==> src/hw/mrd_pkg.sv <==
package mrd_pkg;

	// ----------------------------------------
	// sizes
	// ----------------------------------------
	localparam int NUM_BANKS = 7;
	localparam int NUM_LANES = 5;
	localparam int SAMPLE_W  = 16;
	localparam int ADDR_W    = 12;
	localparam int PADDR_W   = 16;
	localparam int PDATA_W   = 32;

	// divide by 7 as multiply and shift, exact for all ADDR_W inputs
	localparam int DIV7_MUL = 2341;
	localparam int DIV7_SH  = 14;

	// apb byte offsets
	localparam logic [PADDR_W-1:0] REG_CTRL       = 16'h0000;
	localparam logic [PADDR_W-1:0] REG_CFG_RADIX  = 16'h0004;
	localparam logic [PADDR_W-1:0] REG_CFG_STRIDE = 16'h0008;
	localparam logic [PADDR_W-1:0] REG_CFG_COUNT  = 16'h000C;
	localparam logic [PADDR_W-1:0] REG_STATUS     = 16'h0010;
	localparam logic [PADDR_W-1:0] MEM_BASE       = 16'h1000;

	typedef struct packed {
		logic signed [SAMPLE_W-1:0] re;
		logic signed [SAMPLE_W-1:0] im;
	} sample_t;

	typedef struct packed {
		logic [NUM_LANES-1:0][ADDR_W-1:0] addr;
		logic [NUM_LANES-1:0]             active;
		logic                             last;
	} lane_addr_t;

	typedef struct packed {
		logic [2:0]        radix;
		logic [ADDR_W-1:0] stride;
		logic [ADDR_W-1:0] bfly_count;
	} stage_cfg_t;

	typedef struct packed {
		logic                 valid;
		logic                 last;
		logic [NUM_LANES-1:0] active;
		sample_t [NUM_LANES-1:0] lane;
	} rd_beat_t;

	// bank read request is rden[NUM_BANKS] in the upper bits, then
	// row[NUM_BANKS] of row_w bits each, bank 0 lowest
	function automatic int bank_rd_w(input int row_w);
		return NUM_BANKS * (row_w + 1);
	endfunction

	function automatic logic [ADDR_W-1:0] div7(input logic [ADDR_W-1:0] a);
		logic [2*ADDR_W-1:0] prod;
		prod = (2*ADDR_W)'(a) * (2*ADDR_W)'(DIV7_MUL);
		return ADDR_W'(prod >> DIV7_SH);
	endfunction

	function automatic logic [2:0] mod7(input logic [ADDR_W-1:0] a);
		logic [ADDR_W-1:0] q;
		q = div7(a);
		// a - 7q
		return 3'(a - (q << 3) + q);
	endfunction

endpackage

==> src/hw/mrd_apb_regs.sv <==
`timescale 1ns/1ns

module mrd_apb_regs import mrd_pkg::*;
#(
	parameter int ROW_W = 6
)
(
	input  logic               clk,
	input  logic               rst_n,
	input  logic               psel,
	input  logic               penable,
	input  logic               pwrite,
	input  logic [PADDR_W-1:0] paddr,
	input  logic [PDATA_W-1:0] pwdata,
	output logic [PDATA_W-1:0] prdata,
	output logic               pready,
	output logic               pslverr,
	output stage_cfg_t         cfg,
	output logic               start,
	input  logic               pass_end,
	output logic               mem_we,
	output logic [ADDR_W-1:0]  mem_addr,
	output sample_t            mem_wdata,
	input  sample_t            mem_rdata
);

	localparam int MEM_BYTES = 4 * NUM_BANKS * (2 ** ROW_W);

	logic access;
	logic wr_en;
	logic is_ctrl, is_radix, is_stride, is_count, is_status;
	logic in_mem;
	logic start_req;
	logic busy, done;
	logic [PADDR_W-1:0] mem_off;

	// ----------------------------------------
	// decode
	// ----------------------------------------
	assign access    = psel & penable;
	assign wr_en     = access & pwrite;
	assign is_ctrl   = (paddr == REG_CTRL);
	assign is_radix  = (paddr == REG_CFG_RADIX);
	assign is_stride = (paddr == REG_CFG_STRIDE);
	assign is_count  = (paddr == REG_CFG_COUNT);
	assign is_status = (paddr == REG_STATUS);
	assign in_mem    = (paddr >= MEM_BASE) && (paddr[1:0] == 2'b00) &&
		(int'(paddr) < int'(MEM_BASE) + MEM_BYTES);

	assign start_req = wr_en & is_ctrl & pwdata[0] & ~busy;

	assign pready  = 1'b1;
	assign pslverr = access & (~(is_ctrl | is_radix | is_stride | is_count | is_status | in_mem)
		| (in_mem & busy) | (pwrite & is_ctrl & pwdata[0] & busy));

	// memory window, one sample per word
	assign mem_off   = paddr - MEM_BASE;
	assign mem_addr  = mem_off[ADDR_W+1:2];
	assign mem_we    = wr_en & in_mem & ~busy;
	assign mem_wdata = pwdata;

	always_comb
	begin
		prdata = '0;
		if (is_radix)
			prdata[2:0] = cfg.radix;
		else if (is_stride)
			prdata[ADDR_W-1:0] = cfg.stride;
		else if (is_count)
			prdata[ADDR_W-1:0] = cfg.bfly_count;
		else if (is_status)
			prdata[1:0] = {done, busy};
		else if (in_mem && !busy)
			prdata = mem_rdata;
	end

	// ----------------------------------------
	// registers and pass flags
	// ----------------------------------------
	always_ff @(posedge clk)
	begin
		if (!rst_n)
		begin
			start <= 1'b0;
			busy  <= 1'b0;
			done  <= 1'b0;
			cfg   <= '0;
		end
		else
		begin
			start <= start_req;
			if (start_req)
			begin
				busy <= 1'b1;
				done <= 1'b0;
			end
			else if (pass_end)
			begin
				busy <= 1'b0;
				done <= 1'b1;
			end
			if (wr_en && is_radix)
				cfg.radix <= pwdata[2:0];
			if (wr_en && is_stride)
				cfg.stride <= pwdata[ADDR_W-1:0];
			if (wr_en && is_count)
				cfg.bfly_count <= pwdata[ADDR_W-1:0];
		end
	end

	// a pass ends only while busy and never on top of a new start
	a_start_idle: assert property (@(posedge clk) disable iff (!rst_n)
		pass_end |-> (busy && !start));
	a_start_radix: assert property (@(posedge clk) disable iff (!rst_n)
		start |-> (cfg.radix >= 3'd2 && cfg.radix <= 3'd5));

endmodule

==> config.mk <==
export PLATFORM = sky130hd
export DESIGN_NAME = mrd_apb_regs
export DESIGN_NICKNAME = d
export VERILOG_FILES = /design/src/hw/mrd_pkg.sv /design/src/hw/mrd_apb_regs.sv
export SDC_FILE = /design/constraint.sdc
export NUM_CORES = 1
export LEC_CHECK = 0
export BUFFER_PORTS_ARGS = -buffer_cell sky130_fd_sc_hd__buf_2
export CORE_MARGIN = 2
export CORE_UTILIZATION = 40
export CTS_BUF_LIST = sky130_fd_sc_hd__clkbuf_2
export CTS_CLUSTER_DIAMETER = 150
export DETAILED_ROUTE_END_ITERATION = 8
export GPL_TIMING_DRIVEN = 0
export HOLD_SLACK_MARGIN = 0.12
export PLACE_DENSITY_LB_ADDON = 0.15
export SETUP_SLACK_MARGIN = 0.15
export SLEW_MARGIN = 0
export SYNTH_ARGS = -nofsm -noshare
export SYNTH_HDL_FRONTEND = slang
export SYNTH_SLANG_ARGS = --single-unit
==> constraint.sdc <==
create_clock -name clk -period 2.5 [get_ports clk]
set_input_delay 0.375 -clock clk [delete_from_list [all_inputs] [get_ports clk]]
set_output_delay 0.375 -clock clk [all_outputs]
set_load 0.05 [all_outputs]
==> summary.md <==
### Synth
* **cell count after synthesis** 267
* **synthesized area divided by synthesized cell count** 8.37 um2
* **flip-flop and latch count after synthesis** 30
* **leading register cell type out of synthesis** dfxtp_1
* **Syn Nets** 355
* **number of distinct library cells after synthesis** 44
* **fraction of synthesis flops using an asynchronous set or reset pin** 0
* **post-synthesis instance area** 2230 um2
* **Syn. warnings** 0
* **Post-synth EDFFs** 0
* **portion of the post-synthesis area used by sequential elements** 0.269

### Place
* **Post-Place Worst Slack** -0.323 ns
* **total placed cells including tap cells** 508
* **IO buf count** 169
* **GPL Wtd Cong** 0.798
* **Detailed Place HPWL** 5360 um

### Pwr
* **Max IR drop VDD** 0.314 mV
* **cell-internal power** 0.709 mW
* **standby leakage power** 1.96 nW
* **combinational power share** 0.376
* **Final Total Pwr** 1.14 mW
* **Sw Pwr** 0.435 mW
* **sequential share of power** 0.420
* **power density of the placed cells** 280 nW/um2
* **clock share of power** 0.204
* **proportion of total power due to net switching** 0.380

### Timing
* **# setup viols final** 0
* **relative max-transition margin** 0.634
* **Fmax** 412 MHz
* **clock skew** 0.0000885 ns
* **final worst path period need** 2.43 ns
* **Final Hold Fails** 0
* **unrepaired setup endpoints after global routing** yes
* **crit share post-route** 0.971
* **final setup slack of the worst path** 0.0735 ns
* **Tightest Pin Transition** 0.549 ns
* **number of pins exceeding their max-slew limit in the final report** 0

### Worst hold path
* **worst hold start** pass_end
* **worst hold path depth** 3
* **type of the worst min-delay path** in2reg

### Global route
* **vias in the first global route** 2,429
* **pin count of the biggest net entering global routing** 11
* **number of antenna violations at the first check in global routing** 0
* **GRT Total Usage** 0.243
* **grt total ovfl** 0
* **wire length of the first global-routing pass** 11,800 um

### Critical path
* **Arrival @ worst endpoint** 2.05 ns
* **required time reported for the critical path endpoint** 2.12 ns
* **kind of start point of the critical path** input pin
* **kind of end point of the critical path** output port
* **worst reg2reg path depth** 3
* **CP max FO** 7
* **Reg2Reg Launch Point** busy
* **launching element of the worst setup path** paddr[13]
* **critical path class** in2out

### Finish
* **number of fill cells** 423
* **core utilization of the finished layout** 0.752
* **Area Overhead vs Synth** 82.9%
* **commonest non-fill, non-tap cell in the layout** buf_2
* **number of nets in the finished design** 547
* **number of antenna diodes** 0
* **filler-free cell count of the finished design** 532
* **highest-count cells in the layout ignoring fill and taps** buf_2 (132), buf_4 (52), dfxtp_1 (30)
* **fraction of layout cells with a size suffix above 1** 0.670

### CTS
* **clock tree from TritonCTS** built
* **# clock sinks** 30
* **H-tree depth** 2
* **Clk pin slew, worst setup/hold paths** 0.15 ns
* **CTS Root Cell** clkbuf_2
* **number of buffers on the longest clock path** 2
* **number of buffers created by CTS** 5
* **Clock Latency Late Sink** 0.35 ns

### Run
* **number of violations of the max-capacitance limit** 0

### Floorplanning
* **Placeable Area** 5440 um2
* **initial cell density of the core** 0.411
* **die area** 6200 um2
* **x dimension of the die** 78.7 um
* **Site Rows** 27
* **total I/O pin count** 193
* **die span in y** 78.7 um

### Run status
* **run status** finished clean

### Route
* **TritonRoute pass-1 iters** 4
* **post-detailed-route count of antenna-violating nets** 0
* **total wire length** 8000 um
* **routed via count divided by cell count** 4.78
* **DR vias** 2,545
* **Starting DRT DRC Count** 78
* **routed wire length per instance** 15.0 um
* **number of design rule violations left after detail routing** 0

-- metal layers --
layer  global-route usage  up-vias  share of wire
met1                0.287     1173           0.39
met5                    0        -              0
li1                     -     1252              -
met4               0.0737        0          0.018
met3               0.0477       15          0.066
met2                0.440      105           0.52
-- stage by stage --
stage	hold WS, ns	cell area (um2)	setup TNS (ns)
floorplan	0.474	2420	0
global placement	0.513	3360	-6.43
detailed placement	0.520	3360	-7.21
CTS	0.282	3910	0
global route	0.271	4090	-0.00317
finish	0.292	4090	0
-- logic make-up (layout without fill, tap and decap cells) --
kind of cell	count (synthesis)	count (layout)	synth area share
AO/OA/AOI/OAI	44	44	0.116
adder cells (fa/ha/maj)	2	2	0.0112
buffers and inverters	63	255	0.189
flip-flops	30	30	0.269
multiplexers	28	28	0.126
other	1	1	0.00168
AND/OR/NAND/NOR	99	100	0.287
-- cell usage after synthesis, drive strengths merged (4+ instances only) --
master / n / area [um2]
nor2b: 28 / 175
nor4b: 4 / 50.1
dfxtp: 30 / 601
a21oi: 13 / 65.1
clkbuf: 8 / 31.3
nand2: 14 / 52.6
nor2: 9 / 33.8
nand4: 7 / 58.8
mux2i: 27 / 270
and2: 22 / 138
o21ai: 19 / 95.1
inv: 7 / 26.3
buf: 48 / 365
nor3: 5 / 41.3
-- critical path, cell delays in order --
cell	delay, ns
buf_8	0.10
inv_8	0.05
ha_4	0.14
nor4b_4	0.18
nand4_1	0.23
a211oi_4	0.26
buf_6	0.19
buf_12	0.15
nand2_4	0.06
a21oi_4	0.14
buf_6	0.17
-- power by group through the flow --
stage	logic (mW)	clock network, mW	registers, mW
4_1_cts	0.414	0.237	0.480
3_3_place_gp	0.377	0	0.490
5_1_grt	0.451	0.267	0.481
2_1_floorplan	0.268	0	0.490
6_report	0.431	0.234	0.480
3_5_place_dp	0.379	0	0.490
-- final timing paths --
kind	endpoint	slack (ns)
worst max-delay path	prdata[11]	0.07
worst min-delay path	done	0.29
worst max register to register	busy	1.57
worst min register to register	cfg[19]	0.55
-- state kept, by name (all words and copies together) (netlist names) --
name / count
cfg: 27
busy: 1
done: 1
start: 1
-- final cells by class --
class                           instances  area [um2]  share of cell area
Multi-Input combinational cell        175        1580               0.388
Timing Repair Buffer                  184        1310               0.320
Sequential cell                        30         601               0.147
Buffer                                 56         430               0.105
Tap cell                               72        90.1              0.0220
Inverter                                7        37.5             0.00918
Clock buffer                            6        30.0             0.00735
Clock inverter                          2        8.76             0.00214
-- what timing repair did --
action                     4_1_cts  5_1_grt
setup endpoints to repair       34       34
pin swaps                       30       16
cloned                           2        1
resized for setup              121       61
hold buffers                     0        0
setup buffers                   13        0
(Power assumes the default switching activity.)
