[src/hw/mrd_pkg.sv]
package mrd_pkg;

	// ----------------------------------------
	// sizes
	// ----------------------------------------
	localparam int NUM_BANKS = 7;
	localparam int NUM_LANES = 5;
	localparam int SAMPLE_W  = 16;
	localparam int ADDR_W    = 12;
	localparam int PADDR_W   = 16;
	localparam int PDATA_W   = 32;

	// divide by 7 as multiply and shift, exact for all ADDR_W inputs
	localparam int DIV7_MUL = 2341;
	localparam int DIV7_SH  = 14;

	// apb byte offsets
	localparam logic [PADDR_W-1:0] REG_CTRL       = 16'h0000;
	localparam logic [PADDR_W-1:0] REG_CFG_RADIX  = 16'h0004;
	localparam logic [PADDR_W-1:0] REG_CFG_STRIDE = 16'h0008;
	localparam logic [PADDR_W-1:0] REG_CFG_COUNT  = 16'h000C;
	localparam logic [PADDR_W-1:0] REG_STATUS     = 16'h0010;
	localparam logic [PADDR_W-1:0] MEM_BASE       = 16'h1000;

	typedef struct packed {
		logic signed [SAMPLE_W-1:0] re;
		logic signed [SAMPLE_W-1:0] im;
	} sample_t;

	typedef struct packed {
		logic [NUM_LANES-1:0][ADDR_W-1:0] addr;
		logic [NUM_LANES-1:0]             active;
		logic                             last;
	} lane_addr_t;

	typedef struct packed {
		logic [2:0]        radix;
		logic [ADDR_W-1:0] stride;
		logic [ADDR_W-1:0] bfly_count;
	} stage_cfg_t;

	typedef struct packed {
		logic                 valid;
		logic                 last;
		logic [NUM_LANES-1:0] active;
		sample_t [NUM_LANES-1:0] lane;
	} rd_beat_t;

	// bank read request is rden[NUM_BANKS] in the upper bits, then
	// row[NUM_BANKS] of row_w bits each, bank 0 lowest
	function automatic int bank_rd_w(input int row_w);
		return NUM_BANKS * (row_w + 1);
	endfunction

	function automatic logic [ADDR_W-1:0] div7(input logic [ADDR_W-1:0] a);
		logic [2*ADDR_W-1:0] prod;
		prod = (2*ADDR_W)'(a) * (2*ADDR_W)'(DIV7_MUL);
		return ADDR_W'(prod >> DIV7_SH);
	endfunction

	function automatic logic [2:0] mod7(input logic [ADDR_W-1:0] a);
		logic [ADDR_W-1:0] q;
		q = div7(a);
		// a - 7q
		return 3'(a - (q << 3) + q);
	endfunction

endpackage

[src/hw/mrd_addr_gen.sv]
`timescale 1ns/1ns

module mrd_addr_gen import mrd_pkg::*;
(
	input  logic       clk,
	input  logic       rst_n,
	input  stage_cfg_t cfg,
	input  logic       start,
	output logic       req_valid,
	output lane_addr_t req
);

	stage_cfg_t cfg_q;
	logic run;
	logic is_last;
	logic [ADDR_W-1:0] bfly_cnt;
	logic [ADDR_W-1:0] offset;
	logic [ADDR_W-1:0] base;
	logic [ADDR_W-1:0] lane_sum [NUM_LANES];

	// base + m*stride as a chain of adds
	always_comb
	begin
		lane_sum[0] = base;
		for (int m = 1; m < NUM_LANES; m++)
			lane_sum[m] = lane_sum[m-1] + cfg_q.stride;
	end

	assign is_last = (bfly_cnt == cfg_q.bfly_count - 1'b1);

	// ----------------------------------------
	// butterfly walk
	// ----------------------------------------
	always_ff @(posedge clk)
	begin
		if (!rst_n)
		begin
			run      <= 1'b0;
			bfly_cnt <= '0;
			offset   <= '0;
			base     <= '0;
			cfg_q    <= '0;
		end
		else if (start)
		begin
			run      <= 1'b1;
			bfly_cnt <= '0;
			offset   <= '0;
			base     <= '0;
			cfg_q    <= cfg;
		end
		else if (run)
		begin
			run      <= ~is_last;
			bfly_cnt <= bfly_cnt + 1'b1;
			if (offset == cfg_q.stride - 1'b1)
			begin
				// next group starts one past the top lane of this one
				offset <= '0;
				base   <= lane_sum[cfg_q.radix - 3'd1] + 1'b1;
			end
			else
			begin
				offset <= offset + 1'b1;
				base   <= base + 1'b1;
			end
		end
	end

	always_comb
	begin
		req_valid = run;
		req.last  = is_last;
		for (int m = 0; m < NUM_LANES; m++)
		begin
			req.active[m] = (3'(m) < cfg_q.radix);
			req.addr[m]   = req.active[m] ? lane_sum[m] : '0;
		end
	end

endmodule

[config.mk]
export PLATFORM = sky130hd
export DESIGN_NAME = mrd_addr_gen
export DESIGN_NICKNAME = d
export VERILOG_FILES = /design/src/hw/mrd_pkg.sv /design/src/hw/mrd_addr_gen.sv
export SDC_FILE = /design/constraint.sdc
export NUM_CORES = 1
export LEC_CHECK = 0
export ABC_AREA = 1
export BUFFER_PORTS_ARGS = -buffer_cell sky130_fd_sc_hd__buf_2
export CORE_MARGIN = 2
export CORE_UTILIZATION = 41
export DETAILED_ROUTE_END_ITERATION = 7
export HOLD_SLACK_MARGIN = 0.08
export PLACE_DENSITY_LB_ADDON = 0.05
export REMOVE_ABC_BUFFERS = 1
export SLEW_MARGIN = 20
export SYNTH_ARGS = -nofsm -noshare
export SYNTH_HDL_FRONTEND = slang
export SYNTH_SLANG_ARGS = --single-unit
[constraint.sdc]
create_clock -name clk -period 9.2 [get_ports clk]
set_input_delay 0.92 -clock clk [delete_from_list [all_inputs] [get_ports clk]]
set_output_delay 0.92 -clock clk [all_outputs]
set_load 0.01 [all_outputs]
==> impl_metrics.toml, run 1 <==
[placement]
hpwl_mm = 20.8
io_buffers = 96
numPlacedInstances = 1570
dp_slack_ps = 2560
gp_congestion = 1.02
postPlaceCellArea_um2 = 8120

[finish]
nNetsFinal = 1439
area_growth_pct = 13.1
final_cell_area_um2 = 8400
instances_no_fill = 1586
drive_gt1_frac = 0.122
final_util = 0.471
num_antenna_cells = 0

[timing]
maxSlewHeadroom = 0.411
slew_violations = 0
setup_viol = 0
fin_ws_ps = 2090
period_share = 0.773
rsz0062_at_grt = "no"
fin_skew_ps = 14.0
period_needed_ps = 7110
timing.fmax_ghz = 0.141
worst_pin_slew_ps = 880
fin_setup_tns_ps = 0
hold_viol = 0

[cts]
clk_latency_ps = 340
cts_max_level = 3
cts.clk_slew.worst_paths_ps = 60
clk_path_buf_depth = 2
numCtsBuffers = 9
cts_tree = "yes"
hold_buffers = 0
clock_sinks = 64
cts_setup_buffers = 0
cts_root_buf = "clkbuf_16"
cts_resized = 0

[worst_hold_path]
hp-start = "cfg_q[8]"
hold_path_end = "cfg_q[8]"
hp-class = "flop to flop"
whs_path_depth = 2

[power]
seq_power_share = 0.246
total_leakage_power_uw = 0.00458
pwr_density_cell_nw_per_um2 = 149
pwr-share-comb = 0.494
swShare = 0.455
cell_internal_pwr_uw = 685
ir_worst_vdd_mv = 0.0817
switching_power_uw = 570
clockPowerShare = 0.260

[setup_path]
r2r_slack_ps = 3050
critPathMaxFanout = 6
crit_path_max_incr_delay_ps = 430
worstSetupStartpointType = "flop"
end_kind = "output pin"
cp.required_ps = 8280
arrival_ps = 6190
r2r-start = "cfg_q[12]"
r2r_cells = 35
cp_slowest_cell = "dfxtp_1"
worst-setup-path-type = "flop to output pin"
crit_top_cell = "nand2_1"
reg2reg_to = "base[11]"

[die]
start_util = 0.416
placementRows = 49
ios = 97
die-area_um2 = 19200
die_h_um = 139
dieWidth_um = 139
core_area_um2 = 17800

[synth]
synth_top_area_cell = "dfxtp_1"
synth.most_common_cell = "nand2_1"
synth_edf_count = 0
async_flop_share = 0
synth_cell_type_count = 48
ys_top_cells_by_area = "dfxtp_1, nand2_1, inv_1, ha_1, nor2_1"
postSynthCellCount = 1262
netlist_area_um2 = 7430
synth_commonest_cells = "nand2_1, inv_1, nor2_1, nand3_1, a21oi_1"
yosysWarnings = 0
synth-seq-cells = 64
postSynthAreaPerCell_um2 = 5.89
yosysTopAreaCellShare = 0.173
ys_seq_area_frac = 0.173
synth-main-ff-cell = "dfxtp_1"

[global_routing]
grt_overflow = 0
antenna_found_initial = 0
grt_pass1_wl_mm = 40.2
grtUsageTotal = 0.264
grt_pass1_vias = 7612
grt_max_degree = 48

[routing]
drtPass1Iterations = 5
wl_per_cell_um = 16.1
drc = 0
dr_total_vias = 8147
wirelength_mm = 25.5
drt.antenna.violating_nets = 0
via_per_inst = 5.14
first_iter_violations = 519

[job]
drv_cap = 0

[run_status]
outcome = "completed"
-- how the worst max path moves through the flow --
stage                   start       to  slack [ps]
floorplan           cfg_q[12]  req[65]        3930
global placement    cfg_q[14]  req[65]        2360
detailed placement  cfg_q[12]  req[65]        2560
CTS                 cfg_q[12]  req[65]        2180
global route        cfg_q[12]  req[65]        1670
finish              cfg_q[12]  req[65]        2090
-- metal layers --
layer	track usage	vias to the layer above	share of wire
met1	0.344	3656	0.45
li1	-	4228	-
met3	0.0352	42	0.051
met5	0	-	0
met4	0.104	0	0.036
met2	0.446	221	0.46
-- power by group through the flow --
stage          registers [uW]  clock network, uW  logic, uW
2_1_floorplan             308                  0        432
3_3_place_gp              314                  0        619
3_5_place_dp              314                  0        614
4_1_cts                   308                333        617
5_1_grt                   310                348        692
6_report                  309                326        620
-- worst max-delay path, delay by kind of cell (launching register included) --
family / cells / cell delay, ps
AND/OR/NAND/NOR: 16 / 1780
adder cells (fa/ha/maj): 5 / 1770
AO/OA/AOI/OAI: 5 / 1190
flip-flops: 1 / 430
buffers and inverters: 3 / 390
XOR/XNOR: 1 / 290
-- placed cells by master (no fill, tap or decap), types with 4 or more instances in the layout --
| cell | instances |
|---|---|
| a21oi_1 | 95 |
| buf_2 | 96 |
| buf_4 | 6 |
| clkbuf_16 | 9 |
| clkinv_1 | 4 |
| dfxtp_1 | 64 |
| fa_1 | 4 |
| ha_1 | 53 |
| inv_1 | 206 |
| nand2_1 | 299 |
| nand2_2 | 11 |
| nand2_4 | 8 |
| nand3_1 | 113 |
| nand3_2 | 4 |
| nand3b_1 | 10 |
| nand4_1 | 28 |
| nor2_1 | 161 |
| nor2_2 | 7 |
| nor2_4 | 5 |
| nor3_1 | 24 |
| nor4_1 | 4 |
| o211ai_1 | 4 |
| o21ai_0 | 48 |
| o21bai_1 | 11 |
| xnor2_1 | 17 |
| xor2_1 | 32 |
-- kinds of logic (layout without fill, tap and decap cells) --
kind of cell,after synthesis,after routing,synth area share
flops,64,64,0.173
fa+ha+maj,57,57,0.100
simple gates,684,684,0.417
compound gates,171,171,0.126
buf+inv,235,330,0.123
xor+xnor,51,51,0.0622
-- registers in the layout (all words and copies together) (netlist names) --
name	flops
cfg_q	27
bfly_cnt	12
base	12
offset	12
req_valid	1
-- area by class of cell --
type | instances | area [um^2]
Fill cell | 1982 | 9440
Tap cell | 229 | 287
Timing Repair Buffer | 102 | 526
Clock inverter | 6 | 43.8
Inverter | 212 | 796
Sequential cell | 64 | 1280
Multi-Input combinational cell | 963 | 5230
Clock buffer | 10 | 239
-- per-stage QoR --
| step | hold slack (ps) | power (uW) |
|---|---|---|
| 2_1_floorplan | 461 | 740 |
| 3_3_place_gp | 495 | 933 |
| 3_5_place_dp | 496 | 928 |
| 4_1_cts | 504 | 1260 |
| 5_1_grt | 527 | 1350 |
| 6_report | 499 | 1260 |
Power figures use the tool's default switching activity.
==> inputs of run 2 (changes only) <==
Clock period 9.2 ns to 7.16 ns, I/O delays scaled along.
==> impl_metrics.toml, run 2 (synthesis gave the netlist of run 1 again) <==
[timing]
rsz0062_at_grt = "no"
maxSlewHeadroom = 0.389
holdWs_ps = 495
timing.fmax_ghz = 0.153
period_share = 0.914
setup_viol = 0
hold_viol = 0
fin_ws_ps = 616
worst_pin_slew_ps = 913
period_needed_ps = 6540
fin_skew_ps = 12.6
fin_setup_tns_ps = 0
slew_violations = 0

[cts]
cts_max_level = 3
cts_resized = 0
cts_tree = "yes"
clock_sinks = 64
hold_buffers = 0
clk_latency_ps = 350
cts_setup_buffers = 0
clk_path_buf_depth = 2
cts_root_buf = "clkbuf_16"
numCtsBuffers = 9
cts.clk_slew.worst_paths_ps = 50

[power]
switching_power_uw = 740
ir_worst_vdd_mv = 0.139
seq_power_share = 0.242
swShare = 0.456
cell_internal_pwr_uw = 881
clockPowerShare = 0.261
total_leakage_power_uw = 0.00458
pwr_density_cell_nw_per_um2 = 192
pwr-share-comb = 0.497

[global_routing]
grt_max_degree = 34
antenna_found_initial = 0
grt_overflow = 0
grt_pass1_vias = 7650
grtUsageTotal = 0.266
grt_pass1_wl_mm = 40.2

[setup_path]
crit_path_max_incr_delay_ps = 430
critPathMaxFanout = 6
end_kind = "output pin"
crit_top_cell = "nand2_1"
worstSetupStartpointType = "flop"
cp.required_ps = 6440
cp_slowest_cell = "dfxtp_1"
arrival_ps = 5830
worst-setup-path-type = "flop to output pin"

[die]
core_area_um2 = 17800
dieWidth_um = 139
placementRows = 49
start_util = 0.416
ios = 97
die_h_um = 139
die-area_um2 = 19200

[placement]
numPlacedInstances = 1573
gp_congestion = 0.972
io_buffers = 96
dp_slack_ps = 992
hpwl_mm = 21.1
postPlaceCellArea_um2 = 8140

[finish]
ff_latch_area_um2 = 1280
final_common_cell = "nand2_1"
top_register = "cfg_q"
num_antenna_cells = 0
area_growth_pct = 13.4
final_cell_area_um2 = 8430
drive_gt1_frac = 0.124
multi_input_area_um2 = 5230
nNetsFinal = 1442
largest_reg_flops = 27
final_cell_mix = "nand2_1, inv_1, nor2_1"
fill_cells = 1983
instances_no_fill = 1589

[routing]
via_per_inst = 5.14
drc = 0
wirelength_mm = 25.7
drtPass1Iterations = 8
drt.antenna.violating_nets = 0
wl_per_cell_um = 16.2
dr_total_vias = 8169
first_iter_violations = 435

[run_status]
outcome = "completed"

[worst_hold_path]
hp-class = "flop to flop"

[job]
drv_cap = 0
==> run 2: worst max-delay path, delay by kind of cell (launching register included) <==
kind | cells | cell delay (ps)
and+or+nand+nor | 16 | 1620
xor gates and xnor gates | 1 | 300
buffers and inverters | 3 | 330
adders and majority gates | 5 | 1690
AOI/OAI and AO/OA | 5 | 1120
DFF | 1 | 430
==> run 2: path summary, 6_finish.rpt <==
kind / start / endpoint / slack [ps] / cells past startpoint
setup / recovery: cfg_q[12] / req[65] / 620 / 30
hold / removal: cfg_q[5] / cfg_q[5] / 490 / 2
hold reg to reg: cfg_q[5] / cfg_q[5] / 490 / 2
setup reg to reg: cfg_q[14] / base[11] / 1330 / 37
==> run 2: layout make-up <==
| type | count | area share |
|---|---|---|
| Multi-Input combinational cell | 963 | 0.621 |
| Sequential cell | 64 | 0.152 |
| Inverter | 212 | 0.0944 |
| Timing Repair Buffer | 105 | 0.0650 |
| Tap cell | 229 | 0.0340 |
| Clock buffer | 10 | 0.0284 |
| Clock inverter | 6 | 0.00520 |
==> run 2: power groups by stage <==
stage | Combinational, uW | Clock [uW] | Sequential, uW
after CTS | 800 | 429 | 392
after detailed placement | 796 | 0 | 400
after floorplan | 555 | 0 | 396
final | 805 | 423 | 393
after global routing | 898 | 450 | 394
after global placement | 802 | 0 | 400
==> run 2: layer usage <==
| layer | routed length (um) | GRT usage | share of wire |
|---|---|---|---|
| met5 | 0 | 0 | 0 |
| met2 | 11700 | 0.447 | 0.46 |
| met1 | 11300 | 0.332 | 0.44 |
| met3 | 1490 | 0.0411 | 0.058 |
| met4 | 1160 | 0.129 | 0.045 |
==> run 2: per-stage QoR <==
stage,power (uW),utilization
after floorplan,951,-
after global placement,1200,0.456
after detailed placement,1200,0.456
after CTS,1620,0.472
after global routing,1740,0.472
final,1620,0.472
==> inputs of run 3 (changes only) <==
--- a/config.mk
+++ b/config.mk
@@ -18,2 +18,3 @@
 export SYNTH_HDL_FRONTEND = slang
 export SYNTH_SLANG_ARGS = --single-unit
+export TNS_END_PERCENT = 30
==> constraint.sdc (replaced) <==
create_clock -name clk -period 7.16 [get_ports clk]
set_input_delay 0.358 -clock clk [delete_from_list [all_inputs] [get_ports clk]]
set_output_delay 0.358 -clock clk [all_outputs]
set_load 0.01 [all_outputs]
==> impl_metrics.toml, run 3 (synthesis gave the netlist of run 1 again) <==
[timing]
fin_setup_tns_ps = 0
hold_viol = 0
maxSlewHeadroom = 0.411
rsz0062_at_grt = "no"
timing.fmax_ghz = 0.151
fin_ws_ps = 538
setup_viol = 0
slew_violations = 0
worst_pin_slew_ps = 881
period_share = 0.925
fin_skew_ps = 13.3
period_needed_ps = 6620

[placement]
hpwl_mm = 21.3
numPlacedInstances = 1573
dp_slack_ps = 997
gp_congestion = 0.950
io_buffers = 96

[cts]
cts_resized = 0
cts_root_buf = "clkbuf_16"
cts_tree = "yes"
hold_buffers = 0
cts_setup_buffers = 0
clk_latency_ps = 340
cts.clk_slew.worst_paths_ps = 60
cts_max_level = 3
numCtsBuffers = 9
clk_path_buf_depth = 2
clock_sinks = 64

[setup_path]
r2r_cells = 33
r2r_slack_ps = 930
path_buf_inv = 3
reg2reg_to = "base[11]"
critical_path.top_delay_family = "adder cells"
worstSetupStartpointType = "flop"
cp.required_ps = 6800
crit_top_cell = "nand2_1"
crit_path_max_incr_delay_ps = 430
end_kind = "output pin"
worst-setup-path-type = "flop to output pin"
arrival_ps = 6260
critPathMaxFanout = 6
r2r-start = "cfg_q[12]"
cp_slowest_cell = "dfxtp_1"

[routing]
drc = 0
via_per_inst = 5.23
wirelength_mm = 26.1
first_iter_violations = 457
drtPass1Iterations = 7
dr_total_vias = 8303
drt.antenna.violating_nets = 0
wl_per_cell_um = 16.4

[power]
pwr-share-comb = 0.478
cell_internal_pwr_uw = 953
seq_power_share = 0.232
pwr_density_cell_nw_per_um2 = 200
clockPowerShare = 0.290
p_total_uw = 1690
ir_worst_vdd_mv = 0.123
total_leakage_power_uw = 0.00462
switching_power_uw = 739
swShare = 0.437

[finish]
final_common_cell = "nand2_1"
fill_cells = 1999
instances_no_fill = 1589
top_register = "cfg_q"
largest_reg_flops = 27
nNetsFinal = 1442
num_antenna_cells = 0
ff_latch_area_um2 = 1280
final_cell_mix = "nand2_1, inv_1, nor2_1"
area_growth_pct = 14.1
multi_input_area_um2 = 5230
drive_gt1_frac = 0.124

[die]
die-area_um2 = 19200
dieWidth_um = 139
core_area_um2 = 17800
placementRows = 49
start_util = 0.416
die_h_um = 139
ios = 97

[worst_hold_path]
hp-start = "cfg[11]"
hp-class = "input pin to flop"
hold_path_end = "cfg_q[11]"
whs_path_depth = 3

[global_routing]
grt_pass1_vias = 7857
grt_overflow = 0
grtUsageTotal = 0.268
grt_pass1_wl_mm = 41.1
grt_max_degree = 34
antenna_found_initial = 0

[run_status]
outcome = "completed"

[job]
drv_cap = 0
run 3: changes by cell type in the layout (fill, tap and decap cells not counted), sizes merged:
| cell | previous run | this run |
|---|---|---|
| clkinvlp | 4 | 0 |
| bufinv | 0 | 2 |
| clkinv | 5 | 7 |
run 3: power groups by stage:
stage	clock, uW	combinational (uW)	sequential [uW]
2_1_floorplan	0	555	396
3_3_place_gp	0	806	400
3_5_place_dp	0	798	400
4_1_cts	500	802	392
5_1_grt	519	901	395
6_report	490	809	393
run 3: final cells by class:
class / count / share of cell area
Tap cell: 229 / 0.0338
Inverter: 212 / 0.0939
Clock buffer: 10 / 0.0282
Timing Repair Buffer: 105 / 0.0647
Sequential cell: 64 / 0.151
Multi-Input combinational cell: 963 / 0.617
Clock inverter: 6 / 0.0108
run 3: metrics by stage:
step	utilization	hold slack (ps)	cell area (um^2)
floorplan	-	461	7310
global placement	0.456	496	8140
detailed placement	0.456	495	8140
CTS	0.475	245	8470
global route	0.475	262	8470
finish	0.475	249	8470
run 3: metal layers:
| layer | GRT usage | part of all wire |
|---|---|---|
| met5 | 0 | 0 |
| met1 | 0.347 | 0.44 |
| met3 | 0.0283 | 0.048 |
| met4 | 0.103 | 0.035 |
| met2 | 0.461 | 0.47 |
run 3: worst register-to-register path, delay by kind of cell (launching register included):
family	cells	cell delay (ps)
adders and majority gates	5	1720
buffers and inverters	4	420
DFF	1	430
and+or+nand+nor	18	1990
xor gates and xnor gates	2	560
AOI/OAI and AO/OA	4	1020
run 3: worst max path at each step:
stage | startpoint | endpoint | slack (ps) | depth (start not counted)
2_1_floorplan | cfg_q[12] | base[11] | 2270 | 36
3_3_place_gp | cfg_q[12] | req[65] | 930 | 28
3_5_place_dp | cfg_q[12] | req[65] | 1000 | 28
4_1_cts | cfg_q[12] | req[65] | 620 | 28
5_1_grt | cfg_q[12] | req[65] | 150 | 30
6_report | cfg_q[12] | req[65] | 540 | 28
