==> src/hw/mrd_pkg.sv <==
package mrd_pkg;

	// ----------------------------------------
	// sizes
	// ----------------------------------------
	localparam int NUM_BANKS = 7;
	localparam int NUM_LANES = 5;
	localparam int SAMPLE_W  = 16;
	localparam int ADDR_W    = 12;
	localparam int PADDR_W   = 16;
	localparam int PDATA_W   = 32;

	// divide by 7 as multiply and shift, exact for all ADDR_W inputs
	localparam int DIV7_MUL = 2341;
	localparam int DIV7_SH  = 14;

	// apb byte offsets
	localparam logic [PADDR_W-1:0] REG_CTRL       = 16'h0000;
	localparam logic [PADDR_W-1:0] REG_CFG_RADIX  = 16'h0004;
	localparam logic [PADDR_W-1:0] REG_CFG_STRIDE = 16'h0008;
	localparam logic [PADDR_W-1:0] REG_CFG_COUNT  = 16'h000C;
	localparam logic [PADDR_W-1:0] REG_STATUS     = 16'h0010;
	localparam logic [PADDR_W-1:0] MEM_BASE       = 16'h1000;

	typedef struct packed {
		logic signed [SAMPLE_W-1:0] re;
		logic signed [SAMPLE_W-1:0] im;
	} sample_t;

	typedef struct packed {
		logic [NUM_LANES-1:0][ADDR_W-1:0] addr;
		logic [NUM_LANES-1:0]             active;
		logic                             last;
	} lane_addr_t;

	typedef struct packed {
		logic [2:0]        radix;
		logic [ADDR_W-1:0] stride;
		logic [ADDR_W-1:0] bfly_count;
	} stage_cfg_t;

	typedef struct packed {
		logic                 valid;
		logic                 last;
		logic [NUM_LANES-1:0] active;
		sample_t [NUM_LANES-1:0] lane;
	} rd_beat_t;

	// bank read request is rden[NUM_BANKS] in the upper bits, then
	// row[NUM_BANKS] of row_w bits each, bank 0 lowest
	function automatic int bank_rd_w(input int row_w);
		return NUM_BANKS * (row_w + 1);
	endfunction

	function automatic logic [ADDR_W-1:0] div7(input logic [ADDR_W-1:0] a);
		logic [2*ADDR_W-1:0] prod;
		prod = (2*ADDR_W)'(a) * (2*ADDR_W)'(DIV7_MUL);
		return ADDR_W'(prod >> DIV7_SH);
	endfunction

	function automatic logic [2:0] mod7(input logic [ADDR_W-1:0] a);
		logic [ADDR_W-1:0] q;
		q = div7(a);
		// a - 7q
		return 3'(a - (q << 3) + q);
	endfunction

endpackage

==> src/hw/mrd_bank_rd.sv <==
`timescale 1ns/1ns

module mrd_bank_rd import mrd_pkg::*;
#(
	parameter int ROW_W = 6
)
(
	input  logic                          clk,
	input  logic                          rst_n,
	input  logic                          req_valid,
	input  lane_addr_t                    req,
	output logic [bank_rd_w(ROW_W)-1:0]   bank_rd,
	input  sample_t [NUM_BANKS-1:0]       bank_dout,
	output rd_beat_t                      beat,
	output logic                          pass_end
);

	typedef struct packed {
		logic [NUM_BANKS-1:0]            rden;
		logic [NUM_BANKS-1:0][ROW_W-1:0] row;
	} bank_rd_t;

	// index 7 marks a lane with no bank
	localparam logic [2:0] NO_BANK = 3'd7;

	logic [NUM_LANES-1:0][2:0]       idx1, idx2, idx3;
	logic [NUM_LANES-1:0][ROW_W-1:0] row1;
	logic v1, v2, v3;
	logic last1, last2, last3;
	logic [NUM_BANKS-1:0]            bank_hit, rden_q;
	logic [NUM_BANKS-1:0][ROW_W-1:0] bank_row, row_q;
	logic bank_clash;
	bank_rd_t rd_s;

	// ----------------------------------------
	// stage 1: bank mapping
	// ----------------------------------------
	always_ff @(posedge clk)
	begin
		if (!rst_n)
		begin
			v1    <= 1'b0;
			last1 <= 1'b0;
			idx1  <= {NUM_LANES{NO_BANK}};
		end
		else
		begin
			v1    <= req_valid;
			last1 <= req_valid & req.last;
			for (int m = 0; m < NUM_LANES; m++)
				idx1[m] <= (req_valid && req.active[m]) ? mod7(req.addr[m]) : NO_BANK;
		end
	end

	always_ff @(posedge clk)
	begin
		for (int m = 0; m < NUM_LANES; m++)
			row1[m] <= ROW_W'(div7(req.addr[m]));
	end

	// ----------------------------------------
	// stage 2: read issue
	// ----------------------------------------
	always_comb
	begin
		for (int b = 0; b < NUM_BANKS; b++)
		begin
			bank_hit[b] = 1'b0;
			bank_row[b] = '0;
			for (int m = NUM_LANES - 1; m >= 0; m--)
			begin
				if (idx1[m] == 3'(b))
				begin
					bank_hit[b] = 1'b1;
					bank_row[b] = row1[m];
				end
			end
		end
	end

	always_ff @(posedge clk)
	begin
		if (!rst_n)
		begin
			rden_q <= '0;
			v2     <= 1'b0;
			v3     <= 1'b0;
			last2  <= 1'b0;
			last3  <= 1'b0;
			idx2   <= {NUM_LANES{NO_BANK}};
			idx3   <= {NUM_LANES{NO_BANK}};
		end
		else
		begin
			rden_q <= bank_hit;
			v2     <= v1;
			v3     <= v2;
			last2  <= last1;
			last3  <= last2;
			// index copies line up with the bank data register
			idx2   <= idx1;
			idx3   <= idx2;
		end
	end

	always_ff @(posedge clk)
	begin
		row_q <= bank_row;
	end

	assign rd_s.rden = rden_q;
	assign rd_s.row  = row_q;
	assign bank_rd   = rd_s;

	// ----------------------------------------
	// stage 3: data back into lane order
	// ----------------------------------------
	always_comb
	begin
		beat.valid = v3;
		beat.last  = last3;
		for (int m = 0; m < NUM_LANES; m++)
		begin
			beat.active[m] = (idx3[m] != NO_BANK);
			beat.lane[m]   = beat.active[m] ? bank_dout[idx3[m]] : '0;
		end
	end

	assign pass_end = v3 & last3;

	always_comb
	begin
		bank_clash = 1'b0;
		for (int m = 0; m < NUM_LANES; m++)
			for (int n = m + 1; n < NUM_LANES; n++)
				if (idx1[m] != NO_BANK && idx1[m] == idx1[n])
					bank_clash = 1'b1;
	end

	// stride must keep the active lanes apart
	a_no_clash: assert property (@(posedge clk) disable iff (!rst_n)
		req_valid |=> !bank_clash);

endmodule

==> config.mk <==
export PLATFORM = sky130hd
export DESIGN_NAME = mrd_bank_rd
export DESIGN_NICKNAME = d
export VERILOG_FILES = /design/src/hw/mrd_pkg.sv /design/src/hw/mrd_bank_rd.sv
export SDC_FILE = /design/constraint.sdc
export NUM_CORES = 1
export LEC_CHECK = 0
export BUFFER_PORTS_ARGS = -buffer_cell sky130_fd_sc_hd__buf_4
export CAP_MARGIN = 10
export CORE_MARGIN = 3
export CORE_UTILIZATION = 40
export CTS_BUF_LIST = sky130_fd_sc_hd__clkbuf_4 sky130_fd_sc_hd__clkbuf_8 sky130_fd_sc_hd__clkbuf_16
export DETAILED_ROUTE_END_ITERATION = 8
export PLACE_DENSITY_LB_ADDON = 0.25
export SLEW_MARGIN = 40
export SYNTH_ARGS = -nofsm -noshare
export SYNTH_HDL_FRONTEND = slang
export SYNTH_SLANG_ARGS = --single-unit
==> constraint.sdc <==
create_clock -name clk -period 11.66 [get_ports clk]
set_input_delay 1.166 -clock clk [delete_from_list [all_inputs] [get_ports clk]]
set_output_delay 1.166 -clock clk [all_outputs]
set_load 0.1 [all_outputs]
==> impl_metrics.toml, run 1 <==
[cts]
cts-htree-levels = 4
clk_path_buf_depth = 2
cts.hold.buffers_added = 0
cts_tree = "yes"
post_cts_buffers = 0
clock_latency_ps = 420
cts_repair_resize_count = 0
numCtsBuffers = 17
cts.sinks = 130
cts_root_buf = "clkbuf_16"
clk_pin_slew_ps = 70

[logic_synthesis]
yosysMostFrequentCell = "inv_1"
netlist_area_sq_um = 22100
synth.avg_cell_area_sq_um = 9.04
yosys.area.top_type = "ha_1"
postSynth.asyncResetShare = 0
synth_top_cell_area_share = 0.164
ys_types = 63
synth_seq_area_share = 0.118
synth_cells = 2445
synthTopCellsByArea = "ha_1 (16%), mux4_2 (16%), dfxtp_1 (12%), fa_1 (8.6%), mux2i_1 (7.8%)"
synth-edff-count = 0
ys_ff_latch = 130
ys_top_cells_by_count = "inv_1 (314), ha_1 (290), nand2_1 (177)"
synth_flop_cell = "dfxtp_1"
ys_warn_count = 0
syn-num-nets = 3123

[floorplanning]
design.die.area_sq_um = 58100
rows = 85
die_w_um = 241
core_area_sq_um = 54200
initial_utilization = 0.407
ios = 510
die_height_um = 241

[critical_path]
crit_fanout = 5
cpMostUsedCell = "inv_1"
arrival_ps = 5710
rrSetupSlack_ps = 9220
reg2reg_from = "idx1[9]"
cp_data_required_time_ps = 11980
path_class = "primary input to flip-flop"
start_kind = "primary input"
worst-r2r-cell-count = 6
critPathCaptureType = "flip-flop"
worstPathCellList = "buf_4, ha_1, inv_1, fa_1, inv_1, fa_1, inv_1, fa_1, inv_1, ha_1, nand4_1, nor2_1, a221oi_1, xnor2_1, ha_1, inv_1, fa_1, xor2_1, nand2b_1, mux2_2"
cpMaxStageDelayCell = "a221oi_1"
r2r_end = "bank_rd[5]"
cp_slowest_stage_delay_ps = 630

[finish]
fin_cells = 3562
nFillCells = 5046
drive_above_1_share = 0.313
final_nets = 3521
final_core_util = 0.500
area_delta_synth_final_pct = 22.8

[sta]
worst_slack_ps = 6260
fmax_ghz = 0.185
period_needed_ps = 5400
slew_violations = 0
worstMarginPinSlew_ps = 912
fin_setup_tns_ps = 0
finalCritPeriodShare = 0.463
setup-violations-final = 0
finClkSkew_ps = 12.2
rsz0062_at_grt = "no"
worst_slew_margin_rel = 0.389
finalHoldViolCount = 0

[power_and_ir_drop]
power_density_nw_per_um2 = 151
p_switching_mw = 2.18
switching_share = 0.533
power_mw = 4.09
combPwrFrac = 0.660
leakagePower_nw = 14.1
power.internal_mw = 1.91
p_clk_frac = 0.142
pwr-share-seq = 0.199
vdd_drop_max_mv = 0.193

[drt]
drtIter0Drc = 1633
postRouteAntennaNets = 0
route.detailed.drc = 0
wl_per_cell_um = 23.1
wl_mm = 82.4
drt_first_pass_iters = 8
drt-vias-per-instance = 5.85
vias = 20800

[flow_run]
cap_violations = 0

[grt]
grt_pass1_wl_mm = 124
grt_max_degree = 66
overflow = 0
grt_usage = 0.275
antenna_found_initial = 8
grt_pass1_vias = 20900

[hold_path]
min_path_type = "flip-flop to flip-flop"
hp-start = "idx2[10]"
hold_depth = 1
worstHoldEndpoint = "idx3[10]"

[placed_design]
dp_slack_ps = 5800
dpl.hpwl_mm = 62.0
place_inst = 3519
io_buffers = 509
gp_congestion = 0.944

[run_status]
status = "finished clean"
-- cell families after synthesis --
family / synth area share
xor+xnor: 0.0238
fa+ha+maj: 0.250
mux: 0.306
flops: 0.118
compound gates: 0.108
buf+inv: 0.0817
simple gates: 0.113
-- state kept, by name (all words and copies together), names as in the netlist, 7 cells and up --
register / flops
bank_rd: 42
idx2: 15
rden_q: 7
row1: 30
idx1: 15
idx3: 15
-- placed cells by master (no fill, tap or decap), types with 18 or more instances in the layout --
master    count
inv_1       314
ha_1        290
nor3_1       44
o21ai_0     161
dfxtp_1     115
nand3_1      18
mux4_2      160
nand2b_1     36
mux2_2      126
nand2_1     177
nor2_1      159
a221oi_1     31
fa_1         95
mux2i_1     172
xnor2_1      41
buf_4       530
a21oi_1     152
-- final cells by class --
cell class                 instances  area [sq um]  area share
antenna                           10          25.0    0.000922
clock inverter                    15           215     0.00793
inverter                         314          1180      0.0434
tap                              696           871      0.0321
sequential                       130          2650      0.0975
timing repair buffer             535          4050       0.149
multi-input combinational       1845         17700       0.653
clock buffer                      17           425      0.0157
-- critical path, delay by kind of cell --
kind | cells | cell delay [ps]
AOI/OAI and AO/OA | 1 | 630
and+or+nand+nor | 3 | 310
adders and majority gates | 7 | 2590
muxes | 1 | 260
xor gates and xnor gates | 2 | 370
buffers and inverters | 6 | 390
-- power groups by stage --
stage          Sequential [mW]  Combinational, mW  Clock, mW
3_5_place_dp             0.806               2.69          0
2_1_floorplan            0.875               1.86          0
4_1_cts                  0.799               2.71      0.592
3_3_place_gp             0.808               2.64          0
5_1_grt                  0.820               2.94      0.611
6_report                 0.813               2.70      0.579
-- per-stage QoR --
| step | cell area, sq um | hold slack (ps) |
|---|---|---|
| floorplan | 22100 | 386 |
| global placement | 26400 | 387 |
| detailed placement | 26400 | 392 |
| CTS | 27100 | 406 |
| global route | 27100 | 428 |
| finish | 27100 | 404 |
-- metal layers --
layer | wire (um) | track usage | up-vias
met5 | 11 | 0 | -
met4 | 4320 | 0.150 | 2
met3 | 7260 | 0.0647 | 201
met2 | 39100 | 0.450 | 1051
met1 | 31700 | 0.336 | 10100
li1 | - | - | 9487
-- worst max path at each step --
stage                 start       to  slack (ps)  depth (start not counted)
finish               req[8]  idx1[2]        6260                         20
detailed placement  req[32]  idx1[8]        5800                         20
floorplan            req[8]  idx1[2]        6310                         19
global placement     req[7]  idx1[2]        5920                         18
CTS                  req[8]  idx1[2]        6280                         20
global route         req[8]  idx1[2]        6000                         21
No activity file was read; power rests on OpenSTA's default activity.
==> run 2, diff against run 1 <==
Clock period 11.66 ns to 4.4 ns, I/O delays scaled along.
==> impl_metrics.toml, run 2 (synthesis results as in run 1) <==
[critical_path]
cpMaxStageDelayCell = "fa_1"
critPathCaptureType = "flip-flop"
path_class = "primary input to flip-flop"
arrival_ps = 4660
cp_slowest_stage_delay_ps = 490
crit_fanout = 3
cp_data_required_time_ps = 4710
start_kind = "primary input"
worstPathCellList = "buf_8, ha_4, inv_2, fa_1, inv_1, fa_1, inv_1, fa_1, inv_2, ha_4, nand4_1, a311oi_2, nor2_1, xnor2_1, ha_2, inv_2, fa_2, xnor2_2, xnor3_1, or2_1"

[floorplanning]
die_height_um = 241
core_area_sq_um = 54200
ios = 510
initial_utilization = 0.407
design.die.area_sq_um = 58100
die_w_um = 241
rows = 85

[sta]
rsz0062_at_grt = "yes"
setup-violations-final = 0
worstMarginPinSlew_ps = 922
fin_hold_ws_ps = 219
finClkSkew_ps = 9.37
finalCritPeriodShare = 0.989
finalHoldViolCount = 0
slew_violations = 0
worst_slew_margin_rel = 0.383
fmax_ghz = 0.230
period_needed_ps = 4350

[finish]
largest_reg_flops = 42
final_common_cell = "buf_4"
final_core_util = 0.520
final_cell_mix = "buf_4 (633), inv_1 (311), ha_1 (277)"
final_nets = 3627
drive_above_1_share = 0.352
nFillCells = 4971
area_delta_synth_final_pct = 27.7

[grt]
grt_usage = 0.280
antenna_found_initial = 11
grt_max_degree = 49
overflow = 0
grt_pass1_vias = 21800
grt_pass1_wl_mm = 126

[flow_run]
cap_violations = 0

[cts]
clk_pin_slew_ps = 50
cts.sinks = 130
cts-htree-levels = 4
cts_root_buf = "clkbuf_16"
clk_path_buf_depth = 2
numCtsBuffers = 17
cts.hold.buffers_added = 0
cts_tree = "yes"
clock_latency_ps = 420

[drt]
drt_first_pass_iters = 5
postRouteAntennaNets = 0
wl_mm = 84.5
wl_per_cell_um = 23.1
route.detailed.drc = 0
drt-vias-per-instance = 5.83
drtIter0Drc = 1524
vias = 21400

[placed_design]
gp_congestion = 0.963
io_buffers = 509
dpl.hpwl_mm = 64.5

[power_and_ir_drop]
power_density_nw_per_um2 = 404
power.internal_mw = 5.40
p_switching_mw = 5.99
vdd_drop_max_mv = 0.535
combPwrFrac = 0.676
switching_share = 0.526
pwr-share-seq = 0.198
leakagePower_nw = 14.7
power_mw = 11.4
p_clk_frac = 0.126

[run_status]
status = "finished clean"

[hold_path]
min_path_type = "primary input to flip-flop"
run 2: cell count changes in the layout (fill, tap and decap cells not counted), sizes merged:
cell / delta
bufinv: -2
inv: -4
buf: +106
clkbuf: +2
diode: -6
clkinv: +4
run 2: power by group through the flow:
stage	clock [mW]	sequential [mW]	combinational (mW)
after floorplan	0	2.32	4.97
after global placement	0	2.23	7.26
after detailed placement	0	2.23	7.44
after CTS	1.47	2.21	7.49
after global routing	1.53	2.27	8.34
final	1.44	2.25	7.70
run 2: metrics by stage:
step	cell area (sq um)	setup TNS (ps)	setup WS, ps	instances
final	28200	0	47.6	3662
after detailed placement	27300	-2160	-426	3620
after global placement	27300	-1690	-377	3619
after floorplan	22200	-259	-90.6	2445
after CTS	27900	0	1.77	3652
after global routing	28200	-196	-106	3662
run 2: per-layer routing:
metal,global-route usage,vias to the layer above,wire length (um)
met5,0,-,92
met4,0.166,14,4960
met3,0.0658,259,7810
met2,0.467,1151,40700
met1,0.328,10300,31000
li1,-,9689,-
run 2: path summary, 6_finish.rpt:
path,end,from,depth (start not counted),slack [ps]
max,idx1[8],req[35],20,50
min reg2reg,idx3[2],idx2[2],1,400
max reg2reg,bank_rd[11],idx1[9],6,2180
min,idx1[7],req[3],2,220
run 2: what timing repair did:
action                                  CTS  global route
gates resized for setup                   0            31
endpoints found under the setup margin    0             5
setup buffers                             0             5
run 2: area by class of cell:
type,instances,area [sq um],area share
multi-input combinational,1845,18000,0.638
timing repair buffer,641,4900,0.174
sequential,130,2650,0.0941
inverter,314,1180,0.0418
tap,696,871,0.0309
clock buffer,19,458,0.0162
clock inverter,13,148,0.00523
antenna,4,10.0,0.000355
run 2: critical path, delay by kind of cell:
kind	cells	cell delay, ps
AOI/OAI and AO/OA	1	310
and+or+nand+nor	3	390
buffers and inverters	6	320
adders and majority gates	7	2560
xor gates and xnor gates	3	620
==> run 3, diff against run 2 <==
Settings changed: CORE_UTILIZATION 40 to 50, GPL_ROUTABILITY_DRIVEN set to 0.
==> impl_metrics.toml, run 3 (synthesis results as in run 1) <==
[run_status]
status = "finished clean"

[critical_path]
crit_fanout = 3
cp_slowest_stage_delay_ps = 490
crit_family = "adder cells"
cp_data_required_time_ps = 4710
worstPathCellList = "buf_8, ha_4, inv_2, fa_1, inv_1, fa_1, inv_1, fa_1, inv_2, ha_4, nand4_1, a311oi_2, nor2_1, xnor2_1, ha_2, inv_2, fa_2, xnor2_2, xnor3_1, or2_1"
reg2reg_from = "idx1[9]"
cpMaxStageDelayCell = "fa_1"
cp_num_buf_inv = 6
worst-r2r-cell-count = 6
r2r_end = "bank_rd[6]"
critPathCaptureType = "flip-flop"
rrSetupSlack_ps = 2240
arrival_ps = 4680
path_class = "primary input to flip-flop"
start_kind = "primary input"

[sta]
period_needed_ps = 4370
finalCritPeriodShare = 0.993
worst_slew_margin_rel = 0.418
finalHoldViolCount = 0
setup-violations-final = 0
fin_hold_ws_ps = 217
finClkSkew_ps = 13.7
rsz0062_at_grt = "yes"
worstMarginPinSlew_ps = 871
slew_violations = 0
fmax_ghz = 0.229

[cts]
clk_path_buf_depth = 2
cts-htree-levels = 4
numCtsBuffers = 17
cts_root_buf = "clkbuf_16"
cts.hold.buffers_added = 0
cts_tree = "yes"
cts.sinks = 130
clk_pin_slew_ps = 60
clock_latency_ps = 430

[placed_design]
dpl-instance-area_sq_um = 27300
dpl.hpwl_mm = 60.9
io_buffers = 509

[floorplanning]
core_area_sq_um = 43400
die_height_um = 216
initial_utilization = 0.509
rows = 76
die_w_um = 216
ios = 510
design.die.area_sq_um = 46700

[finish]
area_delta_synth_final_pct = 27.5
drive_above_1_share = 0.355
largest_reg_flops = 42
final_cell_area_sq_um = 28200
antenna_cells = 0
final_nets = 3631
final_common_cell = "buf_4"
final_cell_mix = "buf_4 (634), inv_1 (311), ha_1 (271)"

[drt]
drtIter0Drc = 2459
wl_per_cell_um = 22.6
wl_mm = 80.4
route.detailed.drc = 0
vias = 21800
postRouteAntennaNets = 0
drt-vias-per-instance = 6.14
drt_first_pass_iters = 7

[hold_path]
hold_depth = 2
min_path_type = "primary input to flip-flop"
hp-start = "req[5]"
worstHoldEndpoint = "idx1[13]"

[power_and_ir_drop]
leakagePower_nw = 14.7
power_density_nw_per_um2 = 405
vdd_drop_max_mv = 0.438

[grt]
grt_usage = 0.331
antenna_found_initial = 3
grt_pass1_wl_mm = 123
overflow = 0
grt_pass1_vias = 22400
grt_max_degree = 66

[flow_run]
cap_violations = 0
run 3: changes by cell type in the layout (fill, tap and decap cells not counted), sizes merged:
cell      delta
clkinvlp     +1
buf          +4
clkinv       -2
diode        -4
clkbuf       -2
inv          +3
run 3: repair_timing:
| action | CTS | global route |
|---|---|---|
| cloned | 0 | 0 |
| gates resized for setup | 0 | 40 |
| endpoints found under the setup margin | 1 | 5 |
| pin swaps | 2 | 24 |
| buffers inserted | 1 | 4 |
run 3: how the worst max path moves through the flow:
stage               startpoint  slack [ps]       to  depth (start not counted)
global route            req[8]        -140  idx1[2]                         21
finish                 req[35]          30  idx1[8]                         20
detailed placement      req[8]        -520  idx1[2]                         20
global placement        req[7]        -360  idx1[2]                         18
CTS                     req[8]         0.1  idx1[2]                         21
floorplan               req[8]         -90  idx1[2]                         19
run 3: cell type report:
type,instances,area [sq um]
Inverter,314,1180
Clock inverter,15,170
Timing Repair Buffer,645,4930
Tap cell,585,732
Sequential cell,130,2650
Clock buffer,17,425
Multi-Input combinational cell,1845,18100
Fill cell,3533,15200
run 3: through the flow:
stage | setup TNS (ps) | setup slack, ps | instances | total power [mW] | utilization
finish | 0 | 30.0 | 3551 | 11.4 | 0.649
global route | -358 | -144 | 3551 | 12.1 | 0.649
CTS | 0 | 0.144 | 3547 | 11.1 | 0.643
detailed placement | -2680 | -517 | 3514 | 9.63 | 0.629
global placement | -1650 | -359 | 3507 | 9.40 | 0.625
floorplan | -259 | -90.6 | 2445 | 7.29 | -
run 3: per-layer routing:
layer	track usage	wire, um
met3	0.0701	7420
met5	0	36
met2	0.561	38200
met1	0.386	29000
met4	0.198	5700
run 3: where the power goes:
group / switching, mW / leakage (nW) / internal (mW) / total [mW]
registers: 0.735 / 1.07 / 1.50 / 2.23
clock network: 0.573 / 0.288 / 0.850 / 1.42
logic: 4.68 / 13.4 / 3.07 / 7.75
